## src/hdl/iigs_consts.svh

```systemverilog
`ifndef IIGS_CONSTS_SVH
`define IIGS_CONSTS_SVH

// offsets within page $C0
`define IO_KBD          8'h00
`define IO_KBDSTRB      8'h10
`define IO_TEXTCOLOR    8'h22
`define IO_ADBCMD       8'h26
`define IO_ADBSTAT      8'h27
`define IO_NEWVIDEO     8'h29
`define IO_SLTROMSEL    8'h2D
`define IO_CLKDATA      8'h33
`define IO_CLKCTL       8'h34
`define IO_SHADOW       8'h35
`define IO_CYAREG       8'h36
`define IO_SOUNDCTL     8'h3C
`define IO_SOUNDDATA    8'h3D
`define IO_SOUNDADRL    8'h3E
`define IO_SOUNDADRH    8'h3F
`define IO_STATEREG     8'h68

// address pages seen by the decoder
`define IO_PAGE         8'hC0
`define SLOT_ROM_PAGE   8'hC7

// soft switch values after reset
`define SHADOW_RST      8'h08
`define CYAREG_RST      8'h80
`define STATEREG_RST    8'h09

// keyboard micro firmware version query
`define ADB_VERSION_CMD 8'h0D
`define ADB_VERSION     8'h06

// clock chip busy time per transaction, in clk_sys cycles
`define CLK_BUSY_CYCLES 8

`endif
```

## src/hdl/iigs_dev_pkg.sv

```systemverilog
package iigs_dev_pkg;

  // register offset inside the $C0xx I/O page
  typedef logic [7:0] io_reg_t;

  // 4-bit color index, border color uses it
  typedef logic [3:0] nibble_t;

  // bus_port handshake sequencer
  typedef enum logic [1:0] {
    port_idle,
    port_io_wait,
    port_mem_wait,
    port_ack_hold
  } port_state_t;

  // io_regs access sequencer
  typedef enum logic [1:0] {
    regs_idle,
    regs_dev_wait,
    regs_done
  } regs_state_t;

  // which block supplies the read byte of the current access
  typedef enum logic [1:0] {
    sel_none,
    sel_adb,
    sel_clk
  } dev_sel_t;

endpackage

```

## src/hdl/iigs_bus_pkg.sv

```systemverilog
package iigs_bus_pkg;

  // 65C816 address is bank:addr, 24 bits in total
  typedef logic [7:0]  bank_t;
  typedef logic [15:0] addr_t;

  // one byte on the data bus
  typedef logic [7:0]  data_t;

endpackage

```

## src/hdl/iigs_io.sv

```systemverilog
`timescale 1ns/1ps

module iigs_io
  import iigs_bus_pkg::*;
  import iigs_dev_pkg::*;
(
  input  logic    clk_sys,
  input  logic    cpu_vda,
  input  logic    req,
  input  logic    we,
  input  bank_t   bank,
  input  addr_t   addr,
  input  data_t   wdata,
  output logic    ack,
  output data_t   rdata,
  output logic    mem_req,
  output logic    mem_we,
  output bank_t   mem_bank,
  output addr_t   mem_addr,
  output data_t   mem_wdata,
  input  logic    mem_ack,
  input  data_t   mem_rdata,
  input  data_t   key_code,
  input  logic    key_valid,
  output data_t   shadow,
  output data_t   text_color,
  output nibble_t border_color
);

  logic    io_start;
  logic    io_we;
  io_reg_t io_reg;
  data_t   io_wdata;
  logic    io_done;
  data_t   io_rdata;
  logic    slot_rom_sel;

  logic    adb_strobe;
  logic    adb_rw;
  io_reg_t adb_addr;
  data_t   adb_din;
  data_t   adb_dout;

  logic    clk_strobe;
  logic    clk_rw;
  logic    clk_sel;
  data_t   clk_din;
  data_t   clk_dout;

  bus_port i_bus_port (
    .clk_sys       (clk_sys),
    .cpu_vda       (cpu_vda),
    .req           (req),
    .we            (we),
    .bank          (bank),
    .addr          (addr),
    .wdata         (wdata),
    .ack           (ack),
    .rdata         (rdata),
    .mem_req       (mem_req),
    .mem_we        (mem_we),
    .mem_bank      (mem_bank),
    .mem_addr      (mem_addr),
    .mem_wdata     (mem_wdata),
    .mem_ack       (mem_ack),
    .mem_rdata     (mem_rdata),
    .io_start      (io_start),
    .io_we         (io_we),
    .io_reg        (io_reg),
    .io_wdata      (io_wdata),
    .io_done       (io_done),
    .io_rdata      (io_rdata),
    // shadow bit 6 turns the I/O page into plain memory
    .io_shadow_off (shadow[6]),
    .slot_rom_sel  (slot_rom_sel)
  );

  io_regs i_io_regs (
    .clk_sys      (clk_sys),
    .cpu_vda      (cpu_vda),
    .io_start     (io_start),
    .io_we        (io_we),
    .io_reg       (io_reg),
    .io_wdata     (io_wdata),
    .io_done      (io_done),
    .io_rdata     (io_rdata),
    .adb_strobe   (adb_strobe),
    .adb_rw       (adb_rw),
    .adb_addr     (adb_addr),
    .adb_din      (adb_din),
    .adb_dout     (adb_dout),
    .clk_strobe   (clk_strobe),
    .clk_rw       (clk_rw),
    .clk_sel      (clk_sel),
    .clk_din      (clk_din),
    .clk_dout     (clk_dout),
    .shadow       (shadow),
    .text_color   (text_color),
    .border_color (border_color),
    .slot_rom_sel (slot_rom_sel)
  );

  adb_glu i_adb_glu (
    .clk_sys   (clk_sys),
    .cpu_vda   (cpu_vda),
    .strobe    (adb_strobe),
    .rw        (adb_rw),
    .addr      (adb_addr),
    .din       (adb_din),
    .dout      (adb_dout),
    .key_code  (key_code),
    .key_valid (key_valid)
  );

  prtc i_prtc (
    .clk_sys (clk_sys),
    .cpu_vda (cpu_vda),
    .strobe  (clk_strobe),
    .rw      (clk_rw),
    .sel     (clk_sel),
    .din     (clk_din),
    .dout    (clk_dout)
  );

endmodule

```

## src/hdl/prtc.sv

```systemverilog
`timescale 1ns/1ps
`include "iigs_consts.svh"

module prtc
  import iigs_bus_pkg::*;
(
  input  logic  clk_sys,
  input  logic  cpu_vda,
  input  logic  strobe,
  input  logic  rw,
  input  logic  sel,
  input  data_t din,
  output data_t dout
);

  // battery RAM
  data_t ram [0:255];

  data_t      data_reg;
  logic [7:0] ram_addr;
  logic [6:0] ctl_low;
  logic [3:0] busy_cnt;

  logic busy;
  logic ctl_start;
  logic do_addr;
  logic do_read;
  logic do_write;

  assign busy      = (busy_cnt != 4'd0);
  assign ctl_start = strobe && !rw && sel && din[7];
  assign do_addr   = ctl_start && din[5];
  assign do_read   = ctl_start && !din[5] && din[6];
  assign do_write  = ctl_start && !din[5] && !din[6];

  always_ff @(posedge clk_sys or posedge cpu_vda) begin
    if (cpu_vda) begin
      ram_addr <= 8'h00;
      ctl_low  <= 7'h00;
      busy_cnt <= 4'd0;
    end else begin
      if (ctl_start) begin
        busy_cnt <= 4'(`CLK_BUSY_CYCLES);
      end else if (busy) begin
        busy_cnt <= busy_cnt - 4'd1;
      end
      if (strobe && !rw && sel) begin
        ctl_low <= din[6:0];
      end
      // address phase loads the pointer, data phases step it
      if (do_addr) begin
        ram_addr <= data_reg;
      end else if (do_read || do_write) begin
        ram_addr <= ram_addr + 8'd1;
      end
    end
  end

  always_ff @(posedge clk_sys) begin
    if (do_write) begin
      ram[ram_addr] <= data_reg;
    end
    if (strobe && !rw && !sel) begin
      data_reg <= din;
    end else if (do_read) begin
      data_reg <= ram[ram_addr];
    end
    if (strobe && rw) begin
      dout <= sel ? {busy, ctl_low} : data_reg;
    end
  end

endmodule

```

## src/hdl/adb_glu.sv

```systemverilog
`timescale 1ns/1ps
`include "iigs_consts.svh"

module adb_glu
  import iigs_bus_pkg::*;
  import iigs_dev_pkg::*;
(
  input  logic    clk_sys,
  input  logic    cpu_vda,
  input  logic    strobe,
  input  logic    rw,
  input  io_reg_t addr,
  input  data_t   din,
  output data_t   dout,
  input  data_t   key_code,
  input  logic    key_valid
);

  data_t key_latch;
  data_t adb_cmd;
  logic  resp_pending;
  data_t cmd_resp;

  // only the version query has an answer in this model
  assign cmd_resp = (adb_cmd == `ADB_VERSION_CMD) ? `ADB_VERSION : 8'h00;

  always_ff @(posedge clk_sys or posedge cpu_vda) begin
    if (cpu_vda) begin
      key_latch    <= 8'h00;
      adb_cmd      <= 8'h00;
      resp_pending <= 1'b0;
    end else begin
      // any access to the strobe clears the key flag
      if (strobe && addr == `IO_KBDSTRB) begin
        key_latch[7] <= 1'b0;
      end
      // a new key wins over a strobe in the same cycle
      if (key_valid) begin
        key_latch <= {1'b1, key_code[6:0]};
      end
      if (strobe && addr == `IO_ADBCMD) begin
        if (!rw) begin
          adb_cmd      <= din;
          resp_pending <= 1'b1;
        end else begin
          resp_pending <= 1'b0;
        end
      end
    end
  end

  always_ff @(posedge clk_sys) begin
    if (strobe && rw) begin
      case (addr)
        `IO_KBD, `IO_KBDSTRB: dout <= key_latch;
        `IO_ADBCMD:           dout <= cmd_resp;
        `IO_ADBSTAT:          dout <= {key_latch[7], 6'b000000, resp_pending};
        default:              dout <= 8'h00;
      endcase
    end
  end

endmodule

```

## src/hdl/io_regs.sv

```systemverilog
`timescale 1ns/1ps
`include "iigs_consts.svh"

module io_regs
  import iigs_bus_pkg::*;
  import iigs_dev_pkg::*;
(
  input  logic    clk_sys,
  input  logic    cpu_vda,
  input  logic    io_start,
  input  logic    io_we,
  input  io_reg_t io_reg,
  input  data_t   io_wdata,
  output logic    io_done,
  output data_t   io_rdata,
  output logic    adb_strobe,
  output logic    adb_rw,
  output io_reg_t adb_addr,
  output data_t   adb_din,
  input  data_t   adb_dout,
  output logic    clk_strobe,
  output logic    clk_rw,
  output logic    clk_sel,
  output data_t   clk_din,
  input  data_t   clk_dout,
  output data_t   shadow,
  output data_t   text_color,
  output nibble_t border_color,
  output logic    slot_rom_sel
);

  regs_state_t state;
  dev_sel_t    src;

  data_t sltromsel;
  data_t cyareg;
  data_t statereg;
  data_t newvideo;
  data_t sound_ctl;
  data_t sound_data;
  data_t sound_adrl;
  data_t sound_adrh;

  data_t loc_rdata;
  data_t dev_din;
  logic  dev_rw;
  logic  is_adb;
  logic  is_clk;

  always_comb begin
    is_adb = 1'b0;
    is_clk = 1'b0;
    case (io_reg)
      `IO_KBD, `IO_KBDSTRB, `IO_ADBCMD, `IO_ADBSTAT: is_adb = 1'b1;
      `IO_CLKDATA, `IO_CLKCTL: is_clk = 1'b1;
      default: ;
    endcase
  end

  always_ff @(posedge clk_sys or posedge cpu_vda) begin
    if (cpu_vda) begin
      state        <= regs_idle;
      src          <= sel_none;
      shadow       <= `SHADOW_RST;
      cyareg       <= `CYAREG_RST;
      statereg     <= `STATEREG_RST;
      text_color   <= 8'h00;
      border_color <= 4'h0;
      sltromsel    <= 8'h00;
      newvideo     <= 8'h00;
      sound_ctl    <= 8'h00;
      sound_data   <= 8'h00;
      sound_adrl   <= 8'h00;
      sound_adrh   <= 8'h00;
    end else begin
      case (state)
        regs_idle: begin
          if (io_start) begin
            if (is_adb) begin
              src   <= sel_adb;
              state <= regs_dev_wait;
            end else if (is_clk) begin
              src   <= sel_clk;
              state <= regs_dev_wait;
            end else begin
              src   <= sel_none;
              state <= regs_done;
            end
            if (io_we) begin
              case (io_reg)
                `IO_TEXTCOLOR: text_color <= io_wdata;
                `IO_NEWVIDEO:  newvideo   <= io_wdata;
                `IO_SLTROMSEL: sltromsel  <= io_wdata;
                // border color shares $C034 with the clock control register
                `IO_CLKCTL:    border_color <= io_wdata[3:0];
                `IO_SHADOW:    shadow     <= io_wdata;
                `IO_CYAREG:    cyareg     <= io_wdata;
                `IO_SOUNDCTL:  sound_ctl  <= io_wdata;
                `IO_SOUNDDATA: sound_data <= io_wdata;
                `IO_SOUNDADRL: sound_adrl <= io_wdata;
                `IO_SOUNDADRH: sound_adrh <= io_wdata;
                // internal ROM select in bit 0 is always on
                `IO_STATEREG:  statereg   <= {io_wdata[7:1], 1'b1};
                default: ;
              endcase
            end
          end
        end
        // device registers its dout during this cycle
        regs_dev_wait: state <= regs_done;
        regs_done:     state <= regs_idle;
        default:       state <= regs_idle;
      endcase
    end
  end

  always_ff @(posedge clk_sys) begin
    if (state == regs_idle && io_start) begin
      adb_addr <= io_reg;
      dev_din  <= io_wdata;
      dev_rw   <= !io_we;
      clk_sel  <= (io_reg == `IO_CLKCTL);
      case (io_reg)
        `IO_TEXTCOLOR: loc_rdata <= text_color;
        `IO_NEWVIDEO:  loc_rdata <= newvideo;
        `IO_SLTROMSEL: loc_rdata <= sltromsel;
        `IO_SHADOW:    loc_rdata <= shadow;
        `IO_CYAREG:    loc_rdata <= cyareg;
        `IO_SOUNDCTL:  loc_rdata <= sound_ctl;
        `IO_SOUNDDATA: loc_rdata <= sound_data;
        `IO_SOUNDADRL: loc_rdata <= sound_adrl;
        `IO_SOUNDADRH: loc_rdata <= sound_adrh;
        `IO_STATEREG:  loc_rdata <= statereg;
        default:       loc_rdata <= 8'h00;
      endcase
    end
  end

  always_comb begin
    case (src)
      sel_adb: io_rdata = adb_dout;
      sel_clk: io_rdata = clk_dout;
      default: io_rdata = loc_rdata;
    endcase
  end

  assign io_done    = (state == regs_done);
  assign adb_strobe = (state == regs_dev_wait) && (src == sel_adb);
  assign clk_strobe = (state == regs_dev_wait) && (src == sel_clk);

  // device rw is high for a read
  assign adb_rw  = dev_rw;
  assign clk_rw  = dev_rw;
  assign adb_din = dev_din;
  assign clk_din = dev_din;

  assign slot_rom_sel = sltromsel[7];

endmodule

```

## src/hdl/bus_port.sv

```systemverilog
`timescale 1ns/1ps
`include "iigs_consts.svh"

module bus_port
  import iigs_bus_pkg::*;
  import iigs_dev_pkg::*;
(
  input  logic    clk_sys,
  input  logic    cpu_vda,
  input  logic    req,
  input  logic    we,
  input  bank_t   bank,
  input  addr_t   addr,
  input  data_t   wdata,
  output logic    ack,
  output data_t   rdata,
  output logic    mem_req,
  output logic    mem_we,
  output bank_t   mem_bank,
  output addr_t   mem_addr,
  output data_t   mem_wdata,
  input  logic    mem_ack,
  input  data_t   mem_rdata,
  output logic    io_start,
  output logic    io_we,
  output io_reg_t io_reg,
  output data_t   io_wdata,
  input  logic    io_done,
  input  data_t   io_rdata,
  input  logic    io_shadow_off,
  input  logic    slot_rom_sel
);

  port_state_t state;

  bank_t lat_bank;
  addr_t lat_addr;
  logic  lat_we;
  data_t lat_wdata;

  addr_t remap_addr;
  logic  is_io;

  // slot ROM at $C7xx shows up as $C5xx unless the select bit is set
  always_comb begin
    remap_addr = addr;
    if (addr[15:8] == `SLOT_ROM_PAGE) begin
      remap_addr[9] = slot_rom_sel;
    end
  end

  // I/O page only exists in the fast banks and the two mega II banks
  assign is_io = !io_shadow_off &&
                 (remap_addr[15:8] == `IO_PAGE) &&
                 (bank inside {8'h00, 8'h01, 8'hE0, 8'hE1});

  // request is held for the whole access, both sides read it from here
  always_ff @(posedge clk_sys) begin
    if (state == port_idle && req) begin
      lat_bank  <= bank;
      lat_addr  <= remap_addr;
      lat_we    <= we;
      lat_wdata <= wdata;
    end
  end

  always_ff @(posedge clk_sys) begin
    if (state == port_io_wait && io_done) begin
      rdata <= io_rdata;
    end else if (state == port_mem_wait && mem_ack) begin
      rdata <= mem_rdata;
    end
  end

  always_ff @(posedge clk_sys or posedge cpu_vda) begin
    if (cpu_vda) begin
      state    <= port_idle;
      ack      <= 1'b0;
      mem_req  <= 1'b0;
      io_start <= 1'b0;
    end else begin
      io_start <= 1'b0;
      case (state)
        port_idle: begin
          if (req) begin
            if (is_io) begin
              io_start <= 1'b1;
              state    <= port_io_wait;
            end else begin
              mem_req <= 1'b1;
              state   <= port_mem_wait;
            end
          end
        end
        port_io_wait: begin
          if (io_done) begin
            ack   <= 1'b1;
            state <= port_ack_hold;
          end
        end
        port_mem_wait: begin
          if (mem_ack) begin
            mem_req <= 1'b0;
            ack     <= 1'b1;
            state   <= port_ack_hold;
          end
        end
        port_ack_hold: begin
          // both masters must have released before the next access
          if (!req && !mem_ack) begin
            ack   <= 1'b0;
            state <= port_idle;
          end
        end
        default: state <= port_idle;
      endcase
    end
  end

  assign mem_bank  = lat_bank;
  assign mem_addr  = lat_addr;
  assign mem_we    = lat_we;
  assign mem_wdata = lat_wdata;

  assign io_reg   = lat_addr[7:0];
  assign io_we    = lat_we;
  assign io_wdata = lat_wdata;

endmodule

```

## config.mk

```make
export PLATFORM = sky130hd
export DESIGN_NAME = iigs_io
export DESIGN_NICKNAME = d
export VERILOG_FILES = /design/src/hdl/iigs_dev_pkg.sv /design/src/hdl/iigs_bus_pkg.sv /design/src/hdl/iigs_io.sv /design/src/hdl/prtc.sv /design/src/hdl/adb_glu.sv /design/src/hdl/io_regs.sv /design/src/hdl/bus_port.sv
export VERILOG_INCLUDE_DIRS = /design/src /design/src/hdl
export SDC_FILE = /design/constraint.sdc
export NUM_CORES = 2
export LEC_CHECK = 0
export ABC_AREA = 1
export BUFFER_PORTS_ARGS = -buffer_cell sky130_fd_sc_hd__buf_2
export CELL_PAD_IN_SITES_DETAIL_PLACEMENT = 1
export CELL_PAD_IN_SITES_GLOBAL_PLACEMENT = 2
export CORE_ASPECT_RATIO = 0.7
export CORE_MARGIN = 5
export CORE_UTILIZATION = 43
export DETAILED_ROUTE_END_ITERATION = 6
export PLACE_DENSITY_LB_ADDON = 0.2
export SETUP_SLACK_MARGIN = 0.3
export SYNTH_ARGS = -nofsm -noshare
export SYNTH_HDL_FRONTEND = slang
export SYNTH_SLANG_ARGS = --single-unit
```

## constraint.sdc

```tcl
create_clock -name clk_sys -period 4.6 [get_ports clk_sys]
set_input_delay 0.46 -clock clk_sys [delete_from_list [all_inputs] [get_ports clk_sys]]
set_output_delay 0.46 -clock clk_sys [all_outputs]
set_load 0.02 [all_outputs]
```

Word-level counts from Yosys, hierarchy flattened
Memory sizes are Yosys's and may differ from the RTL's.
Index checks and enable logic that the tools add are counted.
- add/sub/neg operators: 2
- equal/unequal tests: 37
- mux-type cells: 44
- reduce and logical (&&, ||, !) cells: 63
- bitwise logic cells: 1
- operators with widths (kind ; number):
    $eq 8x6->1 const B ; 15
    $pmux 8 s10 ; 1
    $mux 8 ; 8
    $reduce_and 4->1 ; 14
    $eq 8x8->1 const B ; 4
    $logic_not 8->1 ; 3
    $pmux 8 s3 ; 1
    $logic_and 1x1->1 ; 21
    $mux 2 ; 10
    $eq 8x5->1 const B ; 2
    $mux 1 ; 16
    $pmux 8 s2 ; 1
    $reduce_bool 2->1 ; 6
    $add 8x1->8 const B ; 1
    $eq 2x2->1 const B ; 4
    $eq 8x1->1 const B ; 1
    $eq 8x4->1 const B ; 1
    $eq 8x7->1 const B ; 1
    $logic_not 1->1 ; 8
    $mux 4 ; 2
    $ne 2x2->1 const B ; 4
    $pmux 2 s4 ; 1
    $reduce_bool 4->1 ; 2
    $eq 2x1->1 const B ; 3
    other kinds (13) ; 17
- bits in writable memories: 2048
- bits in registers: 219
- memories: 1
- word-level logic and storage cells: 185
- output and inout bits: 63
- input port bits: 54
- memories (name ; words ; width ; read ports ; clocked after memory_dff ; write ports ; RTL line ; source):
    i_prtc.ram ; 256 ; 8 ; 1 ; 0 ; 1 ; prtc.sv:17 ; data_t ram [0:255];

Logic depth before layout (Yosys ltp)
- word-level depth: 10
- depth in mapped cells: 20
- gate-level depth less buffers: 15

Modules after synthesis
From an unflattened synthesis, not the netlist that was laid out.
- cells, all modules: 8909
- area, all modules: 95459.1 sq um
- modules (own cells, without submodules) (module ; cells an instance ; area an instance (sq um) ; instances):
    prtc ; 8069 ; 86882.1 ; 1
    io_regs ; 578 ; 5510.3 ; 1
    bus_port ; 139 ; 1909.3 ; 1
    adb_glu ; 123 ; 1157.4 ; 1

Least setup slack after synthesis
OpenSTA, ideal clock, no wires.
- path type: register -> register
- from: register i_prtc.data_reg[4]
- to: memory i_prtc.ram[0][4] in the netlist's numbering (data pin)
- period minus slack after synthesis: 4.082 ns
- arrival: 3.258 ns
- stages on the path, launching flop included: 1
- data required time: 3.776 ns
- path slack: 0.518 ns
- path buffers: 0
- cells stage by stage: edfxtp_1
- RTL lines (element ; RTL line ; source):
    start, declared ; prtc.sv:19 ; data_t data_reg;
    start signal, assigned ; prtc.sv:64 ; data_reg <= din;
    start signal, assigned ; prtc.sv:66 ; data_reg <= ram[ram_addr];
    end, declared ; prtc.sv:17 ;
No word-level cell before the write port.

Worst setup path in the final report
- from: register i_io_regs.src[0]
- to: memory i_prtc.ram[128][3] in the netlist's numbering (enable)
- cells in the longest elaborated chain, start to end: 9
- RTL lines (element ; RTL line ; source):
    start, declared ; io_regs.sv:33 ; dev_sel_t src;
    start signal, assigned ; io_regs.sv:63 ; src <= sel_none;
    start signal, assigned ; io_regs.sv:80 ; src <= sel_adb;
    start signal, assigned ; io_regs.sv:83 ; src <= sel_clk;
    $eq 2x2->1 ; io_regs.sv:149 ; assign clk_strobe = (state == regs_dev_wait) && (src == sel_clk);
    $logic_and 1x1->1 ; io_regs.sv:149 ;
    $logic_and 1x1->1 (3 in a row) ; prtc.sv:31 ; assign ctl_start = strobe && !rw && sel && din[7];
    $logic_and 1x1->1 (2 in a row) ; prtc.sv:34 ; assign do_write = ctl_start && !din[5] && !din[6];
    $mux 1 ; prtc.sv:60 ; if (do_write) begin
    $mux 1 (implied by the code) ; prtc.sv:61 ; ram[ram_addr] <= data_reg;
Every way passes these cells.

==> summary.md <==
| Metric | Value |
|---|---|
| CTS tree | `built` |
| Peak fanout along the critical path | `16` |
| Period utilization | `between 80% and 90%` |
| Synth Flop Type | `edfxtp_1` |
| Cell taking the most area after synthesis | `edfxtp_1` |
| WS Path Type | `reg2reg` |
| Global-route wire length before repair | `between 400000 and 500000 um` |
| Placeable Area | `about 0.22 mm2` |
| Max-Cap Viols | `0` |
| Slowest stage delay, CP | `780 ps` |
| Pin count of the biggest net entering global routing | `between 150 and 200` |
| Synthesis-to-layout area growth | `13.9%` |
| Critical path arrival | `around 4200 ps` |
| Crit path capture type | `register` |
| Crit path from | `i_io_regs.src[0]$_DFFE_PP0P_` |
| Seq/Total Area, Yosys | `between 70 and 80%` |
| Clock transition at path regs | `roughly 60 ps` |
| Vias post-DR | `approximately 66000` |
| Vias in the first global route | `approximately 67000` |
| Top post-synthesis cells by count | `nand2_1, edfxtp_1, nor2_1` |
| DRT antenna net count | `0` |
| Clk sinks | `2267` |
| Layout cells sized above 1 | `under 10%` |
| Die area | `about 0.23 mm2` |
| # rows | `approximately 140` |
| Most flop-heavy register | `i_prtc.ram` |
| Synth cell types | `46` |
| Hold path startpoint | `mem_ack` |
| Post-Route WL | `around 300000 um` |
| Yosys warns | `0` |
| Post-synth EDFFs | `approximately 2100` |
| Dpl hpwl | `between 150000 and 200000 um` |
| Post-synth ARST share | `5.65%` |
| Wire length per cell | `about 24 um` |
| Num CTS Buffers | `229` |
| Sequential share of power | `55.3%` |
| CTS root buffer | `clkbuf_16` |
| Die Y | `404 um` |
| Initial antenna violation count | `17` |
| Routability cong. | `0.855` |
| Worst hold path type | `in2reg` |
| Max rail drop VDD | `304 uV` |
| Total chip power | `a little over 0.04 W` |
| Syn_nets | `about 9000` |
| Reg2Reg Depth | `14` |
| Resized cells post-CTS | `0` |
| Crit path time final | `3740 ps` |
| Final hold vios | `0` |
| Avg Inst Size Synth | `between 10 and 15 um2` |
| Clk_skew | `66.0 ps` |
| Iteration-0 DRC Markers | `slightly above 6000` |
| Drt drc | `0` |
| RSZ-0062 raised after global routing | `false` |
| Element type at the critical path start | `register` |
| Status | `finished clean` |
| Drt pass-1 iters | `6` |
| Design area | `roughly 0.11 mm2` |
| #FFs+latches synth | `~2300` |
| Slew headroom | `a little over a tenth` |
| Max reg flops | `2048` |
| Die span in x | `572 um` |
| Area share of the largest cell type after synthesis | `approximately 68%` |
| Remaining global-route overflow | `0` |
| Number of H-tree levels | `4` |
| IO Port Bufs | `approximately 120` |
| Tot GR Track Use | `between 20% and 30%` |
| Most instantiated library cell after synthesis | `nand2_1` |
| Maximum clock path buffer count | `4` |
| Slew Viols, Final | `0` |
| Worst-margin pin slew | `between 1000 and 1500 ps` |
| Fill cells | `around 24000` |
| # setup viols final | `0` |
| FMAX | `0.268 GHz` |
| DR vias/cell | `roughly 5.3` |
| Setup TNS | `0 ps` |
| Switching Share | `20.6%` |
| Power Internal | `between 0.03 and 0.04 W` |
| DP Area | `around 0.10 mm2` |
| Initial Util | `roughly 43%` |
| Power share of the clock group | `between 40% and 50%` |
| Worst reg2reg startpoint | `i_io_regs.src[0]$_DFFE_PP0P_` |
| Post-Syn Area | `approximately 0.095 mm2` |
| Hold path cells | `6` |
| I/O pin count | `about 120` |
| Gate power share | `roughly 1.3%` |
| Area contributors post-synth | `edfxtp_1, nand2_1, nor2_1` |
| Final nets | `9338` |
| Leak | `~37 nW` |
| Clock Latency Late Sink | `a little under 900 ps` |
| CP required | `between 5000 and 6000 ps` |
| NetSw | `approximately 0.0083 W` |
| PwrDens | `between 300 and 400 mW/mm2` |
| Crit-path cells | `inv_1 > ha_1 > nand2_2 > nor2_4 > nand2_4 > nor2_8 > inv_4 > nor2_8 > inv_4 > nor2_8 > inv_4 > nor2_4 > nand2_2 > nor2_1` |
| Cells after Synth | `8930` |
| Slowest cell on the critical path | `nor2_1` |
[layout make-up]
type	count	area, um2	share of cell area (%)
flip-flops and latches	2267	67400	62.2
clock inverters	105	666	0.614
multi-input cells	5635	23400	21.6
inverters	558	2140	1.97
repair buffers	581	4920	4.54
diodes	2	5.00	0.00462
clock buffers	308	6120	5.65
well taps	2920	3650	3.37
[worst max-delay path, delay by kind of cell, from the launching register on]
kind | cells | cell delay [ps]
adders and majority gates | 1 | 330
and+or+nand+nor | 9 | 2240
DFF | 1 | 380
buffers and inverters | 4 | 360
[power by group through the flow]
stage | registers, W | logic [W] | clock network (W)
CTS | 0.0224 | 0.000528 | 0.0179
finish | 0.0224 | 0.000533 | 0.0176
detailed placement | 0.0228 | 0.000479 | 0
global placement | 0.0228 | 0.000458 | 0
global route | 0.0224 | 0.000582 | 0.0188
floorplan | 0.0229 | 0.000203 | 0
[path summary, 6_finish.rpt]
check                                                   endpoint  slack, ps
setup / recovery                    i_prtc.ram[128][3]$_DFFE_PP_        860
hold / removal                        i_bus_port.ack$_DFFE_PP0P_        110
setup reg to reg                    i_prtc.ram[128][3]$_DFFE_PP_        860
hold reg to reg                 i_adb_glu.adb_cmd[2]$_DFFE_PP0P_        480
max in group asynchronous         i_prtc.ram_addr[0]$_DFFE_PP0P_       3550
min in group asynchronous  i_io_regs.border_color[2]$_DFFE_PP0P_        200
[stage by stage]
stage	setup WS (ps)	hold slack (ps)	cells	util, %
6_report	862	106	12400	49.2
5_1_grt	607	142	12400	49.2
4_1_cts	826	31.1	12400	49.2
3_5_place_dp	872	473	11900	45.8
3_3_place_gp	955	464	11900	45.8
2_1_floorplan	518	441	8930	-
[timing repair]
item	in CTS	in global routing
hold buffers	65	0
endpoints found under the setup margin	0	0
hold endpoints to repair	176	0
setup buffers	0	0
[placed cells by master, fill, tap and decap left out, types with 4 or more instances in the layout]
cell type / count
ha_1: 12
nor2_4: 5
nor3_1: 9
nand3_1: 233
o22a_1: 8
clkbuf_8: 5
bufinv_16: 7
buf_2: 115
nor2_8: 6
dfrtp_1: 123
clkbuf_1: 72
nand2_2: 24
clkbuf_16: 231
nor2_2: 23
nor4_1: 4
a32o_1: 7
clkinv_1: 59
clkinvlp_4: 7
buf_4: 346
buf_12: 55
xor2_1: 5
dlygate4sd3_1: 65
nand2_1: 2654
edfxtp_1: 2139
inv_1: 543
nor2_1: 1670
o21ai_1: 30
clkinv_2: 33
inv_6: 6
o221ai_1: 4
o21ai_0: 837
a221oi_1: 9
a21oi_1: 13
nor3_2: 4
nand4_1: 18
o22ai_1: 32
nand2_4: 10
[logic make-up after synthesis]
group | after synthesis | share of synthesized area, %
simple gates | 4664 | 19.1
flops | 2267 | 70.9
buf+inv | 1028 | 4.59
compound gates | 953 | 5.21
fa+ha+maj | 12 | 0.158
xor+xnor | 6 | 0.0552
[routing by layer]
metal | wire length [um] | global-route usage, %
met4 | 5870 | 4.99
met1 | 143000 | 39.3
met2 | 130000 | 38.3
met5 | 13 | 0
met3 | 18300 | 3.76
Note: power is estimated with default switching activity, not from simulation.
